File: src/design/intOpPkg.sv
// ============================================================
// Operation encoding, execution states and data widths
// Widths are fixed here and shared by every block
// Tag space of 16 must exceed the number of outstanding ops
// ============================================================
package intOpPkg;

    // Register and address width
    localparam int dataWidth = 32;

    // 32 physical registers
    localparam int regNumWidth = 5;

    // 16 active-list tags
    localparam int tagWidth = 4;

    // ALU ops combine both sources
    // BR compares for equality and targets pc + imm
    // RIJ targets src1 + imm and links pc + 4
    typedef enum logic [2:0] {
        ADD = 3'd0,
        SUB = 3'd1,
        AND = 3'd2,
        XOR = 3'd3,
        BR  = 3'd4,
        RIJ = 3'd5
    } IntOpType;

    // Per-tag completion state
    typedef enum logic [1:0] {
        NOT_FINISHED     = 2'd0,
        SUCCESS          = 2'd1,
        REFETCH_NEXT     = 2'd2,
        FAULT_MISALIGNED = 2'd3
    } ExecState;

endpackage

File: src/design/intPipePkg.sv
// ============================================================
// Payload structs passed between the pipeline stages
// All structs are packed so they travel on plain ports
// ============================================================
package intPipePkg;

    // Micro-op as issued by the scheduler
    typedef struct packed {
        intOpPkg::IntOpType opType;
        logic [intOpPkg::tagWidth-1:0] tag;
        logic [intOpPkg::dataWidth-1:0] pc;
        logic [intOpPkg::regNumWidth-1:0] src1Num;
        logic [intOpPkg::regNumWidth-1:0] src2Num;
        logic [intOpPkg::regNumWidth-1:0] dstNum;
        logic writeReg;
        logic [intOpPkg::dataWidth-1:0] imm;
        // Prediction from the fetch side
        logic predTaken;
        // Wakeup hint, low means the op must replay
        logic operandsReady;
    } IntIssueOp;

    // Resolved branch sent to the fetch side
    typedef struct packed {
        logic valid;
        logic taken;
        logic [intOpPkg::dataWidth-1:0] nextAddr;
        logic misPred;
    } BranchResult;

    // Execution register contents
    typedef struct packed {
        logic valid;
        IntIssueOp op;
        logic [intOpPkg::dataWidth-1:0] dataOut;
        logic dataValid;
        BranchResult brResult;
    } ExecResult;

endpackage

File: src/design/completionIf.sv
// ============================================================
// Completion write from the write stage to the table
// Table samples the fields on the edge where write is high
// pc carries the pc of the completing op
// ============================================================
interface completionIf;
    import intOpPkg::*;

    logic write;
    logic [tagWidth-1:0] tag;
    ExecState state;
    logic [dataWidth-1:0] pc;
    // Only meaningful with FAULT_MISALIGNED
    logic [dataWidth-1:0] faultAddr;

    modport writer (
        output write,
        output tag,
        output state,
        output pc,
        output faultAddr
    );

    modport tableSide (
        input write,
        input tag,
        input state,
        input pc,
        input faultAddr
    );

endinterface

File: src/design/intExecStage.sv
// ============================================================
// Issue queue, operand read with forwarding, ALU and branches
// Queue has no full check, the scheduler credits bound it
// BR never writes a register even if writeReg is set
// ============================================================
module intExecStage #(
    parameter int queueDepth = 4
) (
    input  logic ctrl,
    input  logic rst,
    input  logic stall,
    input  logic issueValid,
    input  intPipePkg::IntIssueOp issueOp,
    output logic [intOpPkg::regNumWidth-1:0] rdNum1,
    output logic [intOpPkg::regNumWidth-1:0] rdNum2,
    input  logic [intOpPkg::dataWidth-1:0] rdData1,
    input  logic [intOpPkg::dataWidth-1:0] rdData2,
    input  logic wbEn,
    input  logic [intOpPkg::regNumWidth-1:0] wbNum,
    input  logic [intOpPkg::dataWidth-1:0] wbData,
    output intPipePkg::ExecResult execOut
);
    import intOpPkg::*;
    import intPipePkg::*;

    localparam int ptrWidth = (queueDepth > 1) ? $clog2(queueDepth) : 1;
    localparam int cntWidth = $clog2(queueDepth + 1);

    IntIssueOp queue [queueDepth];
    logic [ptrWidth-1:0] headPtr;
    logic [ptrWidth-1:0] tailPtr;
    logic [cntWidth-1:0] count;
    logic pop;
    IntIssueOp headOp;
    logic [dataWidth-1:0] opA;
    logic [dataWidth-1:0] opB;
    logic [dataWidth-1:0] linkAddr;
    logic execFwdOk;
    ExecResult nextResult;

    // Circular increment for any depth
    function automatic logic [ptrWidth-1:0] nextPtr(input logic [ptrWidth-1:0] ptr);
        if (ptr == ptrWidth'(queueDepth - 1)) begin
            return '0;
        end
        return ptr + 1'b1;
    endfunction

    assign pop = !stall && (count != '0);

    always_ff @(posedge ctrl) begin
        if (rst) begin
            headPtr <= '0;
            tailPtr <= '0;
            count <= '0;
        end else begin
            if (issueValid) begin
                tailPtr <= nextPtr(tailPtr);
            end
            if (pop) begin
                headPtr <= nextPtr(headPtr);
            end
            count <= count + cntWidth'(issueValid) - cntWidth'(pop);
        end
    end

    always_ff @(posedge ctrl) begin
        if (issueValid) begin
            queue[tailPtr] <= issueOp;
        end
    end

    always_comb begin
        headOp = queue[headPtr];
        rdNum1 = headOp.src1Num;
        rdNum2 = headOp.src2Num;
        linkAddr = headOp.pc + dataWidth'(4);

        // Forwarding priority rises from register file to write port to exec register
        execFwdOk = execOut.valid && execOut.dataValid && execOut.op.writeReg;
        opA = rdData1;
        if (wbEn && (wbNum == headOp.src1Num)) begin
            opA = wbData;
        end
        if (execFwdOk && (execOut.op.dstNum == headOp.src1Num)) begin
            opA = execOut.dataOut;
        end
        opB = rdData2;
        if (wbEn && (wbNum == headOp.src2Num)) begin
            opB = wbData;
        end
        if (execFwdOk && (execOut.op.dstNum == headOp.src2Num)) begin
            opB = execOut.dataOut;
        end

        nextResult = '0;
        nextResult.valid = (count != '0);
        nextResult.op = headOp;
        nextResult.op.writeReg = headOp.writeReg && (headOp.opType != BR);
        nextResult.dataValid = headOp.operandsReady;
        case (headOp.opType)
            ADD: nextResult.dataOut = opA + opB;
            SUB: nextResult.dataOut = opA - opB;
            AND: nextResult.dataOut = opA & opB;
            XOR: nextResult.dataOut = opA ^ opB;
            BR: begin
                nextResult.dataOut = linkAddr;
                nextResult.brResult.valid = 1'b1;
                nextResult.brResult.taken = (opA == opB);
                nextResult.brResult.nextAddr =
                    (opA == opB) ? (headOp.pc + headOp.imm) : linkAddr;
            end
            RIJ: begin
                nextResult.dataOut = linkAddr;
                nextResult.brResult.valid = 1'b1;
                nextResult.brResult.taken = 1'b1;
                nextResult.brResult.nextAddr = opA + headOp.imm;
            end
            default: nextResult.dataOut = '0;
        endcase
        nextResult.brResult.misPred = nextResult.brResult.valid &&
            (nextResult.brResult.taken != headOp.predTaken);
    end

    always_ff @(posedge ctrl) begin
        if (rst) begin
            execOut.valid <= 1'b0;
        end else if (!stall) begin
            execOut <= nextResult;
        end
    end

endmodule

File: src/design/intRegWriteStage.sv
// ============================================================
// Writeback stage with flush check and completion update
// Flush range is inclusive and wraps in circular tag order
// A credit returns for every op leaving, flushed ones too
// ============================================================
module intRegWriteStage (
    input  logic ctrl,
    input  logic rst,
    input  logic stall,
    input  intPipePkg::ExecResult execIn,
    input  logic flushActive,
    input  logic [intOpPkg::tagWidth-1:0] flushHead,
    input  logic [intOpPkg::tagWidth-1:0] flushTail,
    output logic regWe,
    output logic [intOpPkg::regNumWidth-1:0] regNum,
    output logic [intOpPkg::dataWidth-1:0] regData,
    output logic creditReturn,
    output intPipePkg::BranchResult brOut,
    output logic replayValid,
    output intPipePkg::IntIssueOp replayOp,
    completionIf.writer completion
);
    import intOpPkg::*;
    import intPipePkg::*;

    ExecResult pipeReg;
    logic flush;
    logic update;

    function automatic logic inFlushRange(
        input logic [tagWidth-1:0] tag,
        input logic [tagWidth-1:0] head,
        input logic [tagWidth-1:0] tail
    );
        if (head <= tail) begin
            return (tag >= head) && (tag <= tail);
        end
        return (tag >= head) || (tag <= tail);
    endfunction

    always_ff @(posedge ctrl) begin
        if (rst) begin
            pipeReg.valid <= 1'b0;
        end else if (!stall) begin
            pipeReg <= execIn;
        end
    end

    always_comb begin
        flush = flushActive && inFlushRange(pipeReg.op.tag, flushHead, flushTail);
        update = !stall && pipeReg.valid && !flush;
        creditReturn = !stall && pipeReg.valid;

        regWe = update && pipeReg.dataValid && pipeReg.op.writeReg;
        regNum = pipeReg.op.dstNum;
        regData = pipeReg.dataOut;

        // Branch result goes out only for ops that really executed
        brOut = pipeReg.brResult;
        brOut.valid = pipeReg.brResult.valid && update && pipeReg.dataValid;

        completion.write = update;
        completion.tag = pipeReg.op.tag;
        completion.pc = pipeReg.op.pc;
        completion.faultAddr = '0;
        completion.state = NOT_FINISHED;
        if (update && pipeReg.dataValid) begin
            completion.state = pipeReg.brResult.misPred ? REFETCH_NEXT : SUCCESS;
        end
        // Misaligned target overrides a good finish
        if (brOut.valid && (brOut.nextAddr[1:0] != 2'b00)) begin
            completion.state = FAULT_MISALIGNED;
            completion.faultAddr = brOut.nextAddr;
        end

        // Unready operands send the op back to the scheduler
        replayValid = update && !pipeReg.dataValid;
        replayOp = pipeReg.op;
    end

endmodule

File: src/design/intRegFile.sv
// ============================================================
// Physical register file with 32 entries
// Reads are combinational and see the old value on a write
// ============================================================
module intRegFile (
    input  logic ctrl,
    input  logic rst,
    input  logic [intOpPkg::regNumWidth-1:0] rdNum1,
    input  logic [intOpPkg::regNumWidth-1:0] rdNum2,
    input  logic writeEn,
    input  logic [intOpPkg::regNumWidth-1:0] writeNum,
    input  logic [intOpPkg::dataWidth-1:0] writeData,
    input  logic [intOpPkg::regNumWidth-1:0] archNum,
    output logic [intOpPkg::dataWidth-1:0] rdData1,
    output logic [intOpPkg::dataWidth-1:0] rdData2,
    output logic [intOpPkg::dataWidth-1:0] archData
);
    import intOpPkg::*;

    localparam int regCount = 2 ** regNumWidth;

    logic [dataWidth-1:0] regs [regCount];

    // All registers start at zero
    always_ff @(posedge ctrl) begin
        if (rst) begin
            for (int i = 0; i < regCount; i++) begin
                regs[i] <= '0;
            end
        end else if (writeEn) begin
            regs[writeNum] <= writeData;
        end
    end

    // Operand ports for the execution stage
    assign rdData1 = regs[rdNum1];
    assign rdData2 = regs[rdNum2];

    // Commit side view
    assign archData = regs[archNum];

endmodule

File: src/design/completionTable.sv
// ============================================================
// Per-tag execution state and address storage
// Completion write wins over allocation on the same tag
// Stored address is the fault address on a fault, else op pc
// ============================================================
module completionTable (
    input  logic ctrl,
    input  logic rst,
    input  logic allocValid,
    input  logic [intOpPkg::tagWidth-1:0] allocTag,
    input  logic [intOpPkg::tagWidth-1:0] statusTag,
    output intOpPkg::ExecState statusState,
    output logic [intOpPkg::dataWidth-1:0] statusAddr,
    completionIf.tableSide completion
);
    import intOpPkg::*;

    localparam int entryCount = 2 ** tagWidth;

    ExecState states [entryCount];
    logic [dataWidth-1:0] addrs [entryCount];
    logic [dataWidth-1:0] writeAddr;

    assign writeAddr = (completion.state == FAULT_MISALIGNED) ?
        completion.faultAddr : completion.pc;

    // Later assignment takes priority on a tag collision
    always_ff @(posedge ctrl) begin
        if (rst) begin
            for (int i = 0; i < entryCount; i++) begin
                states[i] <= NOT_FINISHED;
            end
        end else begin
            if (allocValid) begin
                states[allocTag] <= NOT_FINISHED;
            end
            if (completion.write) begin
                states[completion.tag] <= completion.state;
            end
        end
    end

    always_ff @(posedge ctrl) begin
        if (allocValid) begin
            addrs[allocTag] <= '0;
        end
        if (completion.write) begin
            addrs[completion.tag] <= writeAddr;
        end
    end

    // Status lookup
    assign statusState = states[statusTag];
    assign statusAddr = addrs[statusTag];

endmodule

File: src/design/intBackEnd.sv
// ============================================================
// Integer back end slice, single issue
// Scheduler starts with queueDepth credits and issues only
// while it holds one
// ============================================================
module intBackEnd #(
    parameter int queueDepth = 4
) (
    input  logic ctrl,
    input  logic rst,
    input  logic stall,
    input  logic issueValid,
    input  intPipePkg::IntIssueOp issueOp,
    input  logic flushActive,
    input  logic [intOpPkg::tagWidth-1:0] flushHead,
    input  logic [intOpPkg::tagWidth-1:0] flushTail,
    input  logic [intOpPkg::regNumWidth-1:0] archNum,
    input  logic [intOpPkg::tagWidth-1:0] statusTag,
    output logic creditReturn,
    output logic brValid,
    output logic brTaken,
    output logic [intOpPkg::dataWidth-1:0] brTarget,
    output logic brMisPred,
    output logic replayValid,
    output logic [intOpPkg::tagWidth-1:0] replayTag,
    output logic [intOpPkg::dataWidth-1:0] archData,
    output intOpPkg::ExecState statusState,
    output logic [intOpPkg::dataWidth-1:0] statusAddr
);
    import intOpPkg::*;
    import intPipePkg::*;

    logic [regNumWidth-1:0] rdNum1;
    logic [regNumWidth-1:0] rdNum2;
    logic [dataWidth-1:0] rdData1;
    logic [dataWidth-1:0] rdData2;
    logic regWe;
    logic [regNumWidth-1:0] regNum;
    logic [dataWidth-1:0] regData;
    ExecResult execResult;
    BranchResult brResult;
    IntIssueOp replayOp;

    completionIf completion ();

    intExecStage #(
        .queueDepth(queueDepth)
    ) execStage (
        .ctrl(ctrl),
        .rst(rst),
        .stall(stall),
        .issueValid(issueValid),
        .issueOp(issueOp),
        .rdNum1(rdNum1),
        .rdNum2(rdNum2),
        .rdData1(rdData1),
        .rdData2(rdData2),
        .wbEn(regWe),
        .wbNum(regNum),
        .wbData(regData),
        .execOut(execResult)
    );

    intRegWriteStage writeStage (
        .ctrl(ctrl),
        .rst(rst),
        .stall(stall),
        .execIn(execResult),
        .flushActive(flushActive),
        .flushHead(flushHead),
        .flushTail(flushTail),
        .regWe(regWe),
        .regNum(regNum),
        .regData(regData),
        .creditReturn(creditReturn),
        .brOut(brResult),
        .replayValid(replayValid),
        .replayOp(replayOp),
        .completion(completion.writer)
    );

    intRegFile regFile (
        .ctrl(ctrl),
        .rst(rst),
        .rdNum1(rdNum1),
        .rdNum2(rdNum2),
        .writeEn(regWe),
        .writeNum(regNum),
        .writeData(regData),
        .archNum(archNum),
        .rdData1(rdData1),
        .rdData2(rdData2),
        .archData(archData)
    );

    // Entry is cleared as the op is accepted
    completionTable compTable (
        .ctrl(ctrl),
        .rst(rst),
        .allocValid(issueValid),
        .allocTag(issueOp.tag),
        .statusTag(statusTag),
        .statusState(statusState),
        .statusAddr(statusAddr),
        .completion(completion.tableSide)
    );

    assign brValid = brResult.valid;
    assign brTaken = brResult.taken;
    assign brTarget = brResult.nextAddr;
    assign brMisPred = brResult.misPred;
    assign replayTag = replayOp.tag;

endmodule

File: config.mk
export PLATFORM = sky130hd
export DESIGN_NAME = intBackEnd
export DESIGN_NICKNAME = d
export VERILOG_FILES = /design/src/design/intOpPkg.sv /design/src/design/intPipePkg.sv /design/src/design/completionIf.sv /design/src/design/intExecStage.sv /design/src/design/intRegWriteStage.sv /design/src/design/intRegFile.sv /design/src/design/completionTable.sv /design/src/design/intBackEnd.sv
export SDC_FILE = /design/constraint.sdc
export NUM_CORES = 2
export LEC_CHECK = 0
export BUFFER_PORTS_ARGS = -buffer_cell sky130_fd_sc_hd__buf_2
export CORE_MARGIN = 2
export CORE_UTILIZATION = 40
export CTS_CLUSTER_DIAMETER = 30
export DETAILED_ROUTE_END_ITERATION = 10
export GPL_ROUTABILITY_DRIVEN = 0
export HOLD_SLACK_MARGIN = 0.02
export PLACE_DENSITY = 0.66
export SYNTH_ARGS = -nofsm -noshare
export SYNTH_HDL_FRONTEND = slang
export SYNTH_SLANG_ARGS = --single-unit
export TNS_END_PERCENT = 10
File: constraint.sdc
create_clock -name ctrl -period 15.7 [get_ports ctrl]
set_clock_uncertainty 0.1 [all_clocks]
set_input_delay 0.785 -clock ctrl [delete_from_list [all_inputs] [get_ports ctrl]]
set_output_delay 0.785 -clock ctrl [all_outputs]
set_load 0.01 [all_outputs]
### Word-level counts from Yosys, hierarchy flattened

Memories as Yosys holds them, arrays and structs flattened. A register that Yosys moved wholly into a read port is not among the register bits.
Index checks and enable logic that the tools add are counted.

| word-level totals | value |
|---|---|
| register bits | 229 |
| memory bits (writable) | 1,924 |
| bits of input ports | 111 |
| output and inout bits | 107 |
| logic and storage cells | 140 |
| memories kept | 4 |

Memories:

| memory | words | bits a word | read ports | clocked after Yosys merged registers in | wr ports | line | RTL |
|---|---|---|---|---|---|---|---|
| regFile.regs | 32 | 32 | 3 | 0 | 32 | intRegFile.sv:22 | `logic [dataWidth-1:0] regs [regCount];` |
| compTable.addrs | 16 | 32 | 1 | 0 | 2 | completionTable.sv:21 | `logic [dataWidth-1:0] addrs [entryCount];` |
| execStage.queue | 4 | 89 | 1 | 1 | 1 | intExecStage.sv:29 | `IntIssueOp queue [queueDepth];` |
| compTable.states | 16 | 2 | 1 | 0 | 16 | completionTable.sv:20 | `ExecState states [entryCount];` |

| operators by class | value |
|---|---|
| add/sub/neg operators | 9 |
| $lt $le $gt $ge | 3 |
| equal/unequal tests | 15 |
| multiplexer cells | 49 |
| bitwise gates (word level) | 4 |
| reductions and logical operators | 31 |

Operators with widths:

| operator | count |
|---|---|
| 2-to-1 mux 32 bit | 8 |
| case mux 32 bit (5 select lines) | 1 |
| adder 32 bit | 3 |
| case mux 34 bit (2 select lines) | 1 |
| adder 32 x 3 -> 32 bit, second input constant | 1 |
| AND 32 bit | 1 |
| equality test 32 bit | 1 |
| OR reduction 32 bit | 1 |
| subtractor 32 bit | 1 |
| XOR 32 bit | 1 |
| 2-to-1 mux 1 bit | 25 |
| 2-to-1 mux 2 bit | 11 |
| equality test 5 bit | 4 |
| logical AND 1 bit | 19 |
| less-or-equal comparator 4 bit | 2 |
| 2-to-1 mux 4 bit | 2 |
| equality test 2 bit, second input constant | 3 |
| equality test 3 x 2 -> 1 bit, second input constant | 2 |
| equality test 3 bit, second input constant | 2 |
| OR reduction 2 bit | 3 |
| 2-to-1 mux 5 bit | 1 |
| adder 2 x 1 -> 2 bit, second input constant | 2 |
| >= comparator 4 bit | 1 |
| adder 3 x 1 -> 3 bit | 1 |
| other kinds (11) | 14 |

### Depth between registers and ports, before layout

| depth | value |
|---|---|
| word-level depth | 17 |
| depth in mapped cells | 32 |
| mapped depth without buffers | 28 |

### Cells and area by module

A second synthesis with hierarchy kept.

| second synthesis, totals | value |
|---|---|
| cells, all modules | 10,124 |
| area total of the unflattened synthesis | 124,543.2 um^2 |

Modules (own cells, without submodules):

| module | times used | cells an instance | area each (um^2) | seq. area each (um^2) |
|---|---|---|---|---|
| intRegFile | 1 | 5,798 | 65,381.5 | 30,749.5 |
| intExecStage | 1 | 2,251 | 28,393.5 | 15,574.9 |
| completionTable | 1 | 1,588 | 23,670.2 | 16,335.7 |
| intRegWriteStage | 1 | 487 | 7,098.1 | 4,734.5 |

### Worst setup path after synthesis

No wires, ideal clock.

| path | value |
|---|---|
| kind | input to register |
| start | in rst |
| end | reg execStage.execOut[0] (netlist bit), enable pin |
| library setup time | 0.805 ns |
| data arrival time | 10.297 ns |
| data required time | 14.795 ns |
| slack | 4.498 ns |
| stages on the path | 3 |
| path buffers | 2 |
| cells stage by stage | clkbuf_1 > clkbuf_1 > nor2_1 |

| on the way | value |
|---|---|
| cells in the longest elaborated chain, start to end | 2 |

Ends and longest elaborated chain:

| element | line | RTL |
|---|---|---|
| from (decl) | intBackEnd.sv:10 | `input logic rst,` |
| inverter 1 bit (no line) | - |  |
| AND reduction 2 bit (no line) | - |  |
| to (signal assigned) | intExecStage.sv:129 | `execOut <= nextResult;` |
| to (decl) | intExecStage.sv:21 | `output intPipePkg::ExecResult execOut` |

Every way passes these cells.
A chain may end at the register's enable or synchronous reset.

==> impl_metrics.csv <==
group,metric,value,unit
logic_synthesis,syn_area_per_cell,14.6,um^2
logic_synthesis,yosysMostFrequentCell,"edfxtp_1",
clock_tree,clkTransAtPathRegs,50,ps
timing,fmax,0.102,GHz
detailed_routing,ant_nets,0,
die,fp.dieH,544,um
outcome,status,"completed",
power,p_leak,47.3,nW
clock_tree,cts_root_buffer,"clkbuf_16",
timing,period_share,62.7,%
cells_and_area,fin_util,47.5,%
logic_synthesis,synth_cell_type_count,93,
die,pin_count,218,
logic_synthesis,ys_warn_count,0,
clock_tree,h-tree-depth,5,
clock_tree,cts_resized,0,
clock_tree,insertion_delay,920,ps
setup_path,critical_path.startpoint_type,"register",
grt,antenna_found_initial,59,
logic_synthesis,synth_edf_count,2144,
detailed_routing,vias_per_cell,6.36,
timing,fin_ws,5860,ps
grt,grt_use_total,27.1,%
power,max-vdd-ir-drop,0.117,mV
detailed_routing,firstDrtPassIters,6,
placement,numPortBuffers,217,
clock_tree,hold_buffers,78,
cells_and_area,multi_input_area,49300,um^2
clock_tree,cts.sinks,2155,
die,fp.dieArea,296000,um^2
detailed_routing,wl_per_cell,32.5,um
power,p_per_area,167,nW/um^2
logic_synthesis,netlist_area,117000,um^2
timing,whs,50.0,ps
setup_path,cp.arrival,10480,ps
cells_and_area,n_fill_cell,24500,
logic_synthesis,synth_cells,7998,
min_path,worst_hold_path_type,"primary input to register",
logic_synthesis,synth_top_area_cell,"edfxtp_1",
die,start_util,40.2,%
clock_tree,cts_tree,"done",
clock_tree,cts_inserted_buffers,445,
setup_path,critPathMaxFanout,41,
grt,grt_max_degree,120,
logic_synthesis,synth.ff_latch_count,2155,
setup_path,cp.required,16340,ps
grt,first_global_vias,79000,
clock_tree,post-cts-setup-buffer-count,0,
logic_synthesis,yosys-top-cells-count,"edfxtp_1 (2144), mux4_2 (1074), and2_1 (1035), nor2_1 (748), clkbuf_1 (571)",
logic_synthesis,yosysSeqAreaShare,55.3,%
cells_and_area,syn2layout_area_growth,18.2,%
grt,grt_first_pass_wirelength,575,mm
placement,dp_cells,11600,
die,core_area,291000,um^2
detailed_routing,drt-total-wl,407,mm
placement,pre_cts_ws,6200,ps
cells_and_area,drive_above_1_share,28.5,%
timing,slew_headroom,9.84,%
cells_and_area,final_cells,12500,
clock_tree,cts_buffer_depth,4,
timing,worst_pin_slew,1310,ps
cells_and_area,regArea,64600,um^2
logic_synthesis,synthArstFlopShare,0,%
die,fp.dieW,544,um
timing,setup_viol,0,
timing,fin_tns_setup,0,ps
logic_synthesis,synth_ff_type,"edfxtp_1",
logic_synthesis,syn_nets,8258,
setup_path,cp-end-kind,"register",
timing,drv_slew,0,
timing,hold_viol,0,
timing,rsz0062_at_grt,"false",
logic_synthesis,netlist.area_leader.share,55.1,%
die,rows,198,
timing,min_period,9840,ps
detailed_routing,first_iter_violations,13200,
placement,dp_hpwl,235,mm
grt,overflow,0,
setup_path,path_class,"register to register",
detailed_routing,num_vias,79600,
cells_and_area,layout.nets,8450,
flow_run,maxCapViolations,0,
logic_synthesis,netlist_top_cells_area,"edfxtp_1 (55%), mux4_2 (21%), and2_1 (5.5%)",
detailed_routing,drc,0,
[through the flow]
step           total power [W]  instance area (um^2)
2_1_floorplan           0.0114                117000
6_report                0.0230                138000
3_3_place_gp            0.0132                122000
5_1_grt                 0.0237                138000
4_1_cts                 0.0229                138000
3_5_place_dp            0.0133                122000
[placed cells by master, fill, tap and decap left out, types with 24 or more instances in the layout]
| cell type | count |
|---|---|
| edfxtp_1 | 2144 |
| mux4_2 | 1065 |
| and2_1 | 1031 |
| nor2_1 | 715 |
| clkbuf_16 | 446 |
| a21oi_1 | 253 |
| nand2_1 | 245 |
| mux2i_1 | 219 |
| buf_2 | 211 |
| buf_4 | 209 |
| a211oi_1 | 203 |
| ha_1 | 144 |
| o21ai_0 | 142 |
| inv_1 | 94 |
| nor3_1 | 91 |
| nor2b_1 | 81 |
| dlygate4sd3_1 | 78 |
| mux2_2 | 71 |
| clkinv_2 | 70 |
| xnor2_1 | 65 |
| bufinv_16 | 65 |
| clkinv_1 | 63 |
| clkinvlp_4 | 59 |
| or2_2 | 54 |
| xor2_1 | 51 |
| diode_2 | 47 |
| nand3_1 | 46 |
| clkbuf_1 | 45 |
| and3_1 | 44 |
| or3_1 | 43 |
| a21o_1 | 42 |
| nor2_4 | 33 |
| clkinv_4 | 32 |
| o21bai_1 | 30 |
| inv_6 | 25 |
| nand2b_1 | 24 |
[per-layer routing]
metal  routed length (um)  track usage, %  share of wire [%]  vias up
met1               144000            35.1                 35    40400
li1                     -               -                  -    31600
met3                56400            8.33                 14     1331
met5                  207               0              0.051        -
met4                25500            15.4                6.3       30
met2               181000            40.5                 44     6212
[path summary, 6_finish.rpt]
check / start / slack (ps) / to / depth (start not counted)
worst max-delay path: register / 5860 / execStage.execOut[66] / 25
worst min-delay path: issueOp[42] / 50 / execStage.queue[0][42] / 1
worst max register to register: register / 5860 / execStage.execOut[66] / 25
worst min register to register: execStage.execOut[128] / 320 / writeStage.completion.pc[10] / 0
[critical path: stages, from the launching register on]
cell and delay (ps):
dfxtp_4 610, buf_4 590, mux4_4 980, buf_4 680, buf_4 630, mux4_2 400, nor2b_1 140, a211oi_1 280
a21oi_1 150, a21oi_1 800, a21oi_1 180, mux2_2 330, ha_1 420, nand2_1 80, nor3_1 270, nor4b_1 120
o31a_1 260, o21ai_0 400, a21oi_1 200, o41ai_1 760, a221oi_1 290, o21bai_1 310, o21ai_0 190, nor3_1 260
a21oi_1 70, o211ai_1 90
[registers in the layout, indices dropped and copies added, names as in the netlist, 4 cells and up, named ones only]
| register | cells |
|---|---|
| writeStage.regNum | 5 |
| writeStage.completion.pc | 32 |
| writeStage.regData | 32 |
| compTable.addrs | 512 |
| compTable.states | 32 |
| writeStage.brOut | 34 |
| execStage.queue | 356 |
| regFile.regs | 1024 |
| execStage.execOut | 111 |
| writeStage.completion.tag | 4 |
[cell type report]
cell class / count / area share (%)
Clock buffer: 495 / 8.24
Clock inverter: 335 / 2.88
Multi-Input combinational cell: 4987 / 35.7
Sequential cell: 2155 / 46.8
Timing Repair Buffer: 506 / 2.57
Antenna cell: 47 / 0.0851
Tap cell: 3900 / 3.53
Inverter: 95 / 0.258
[report_power, final]
part / switching, W / internal (W) / leakage [nW]
Sequential: 0.000237 / 0.00663 / 20.2
Combinational: 0.00405 / 0.00255 / 19.7
Clock: 0.00327 / 0.00630 / 7.33
[cells by family after synthesis]
| group | synth area share [%] |
|---|---|
| AND/OR/NAND/NOR | 11.0 |
| flip-flops | 55.3 |
| multiplexers | 23.3 |
| AO/OA/AOI/OAI | 4.90 |
| buffers and inverters | 2.99 |
| adder cells (fa/ha/maj) | 1.65 |
| XOR/XNOR | 0.869 |
(Power assumes the default switching activity.)
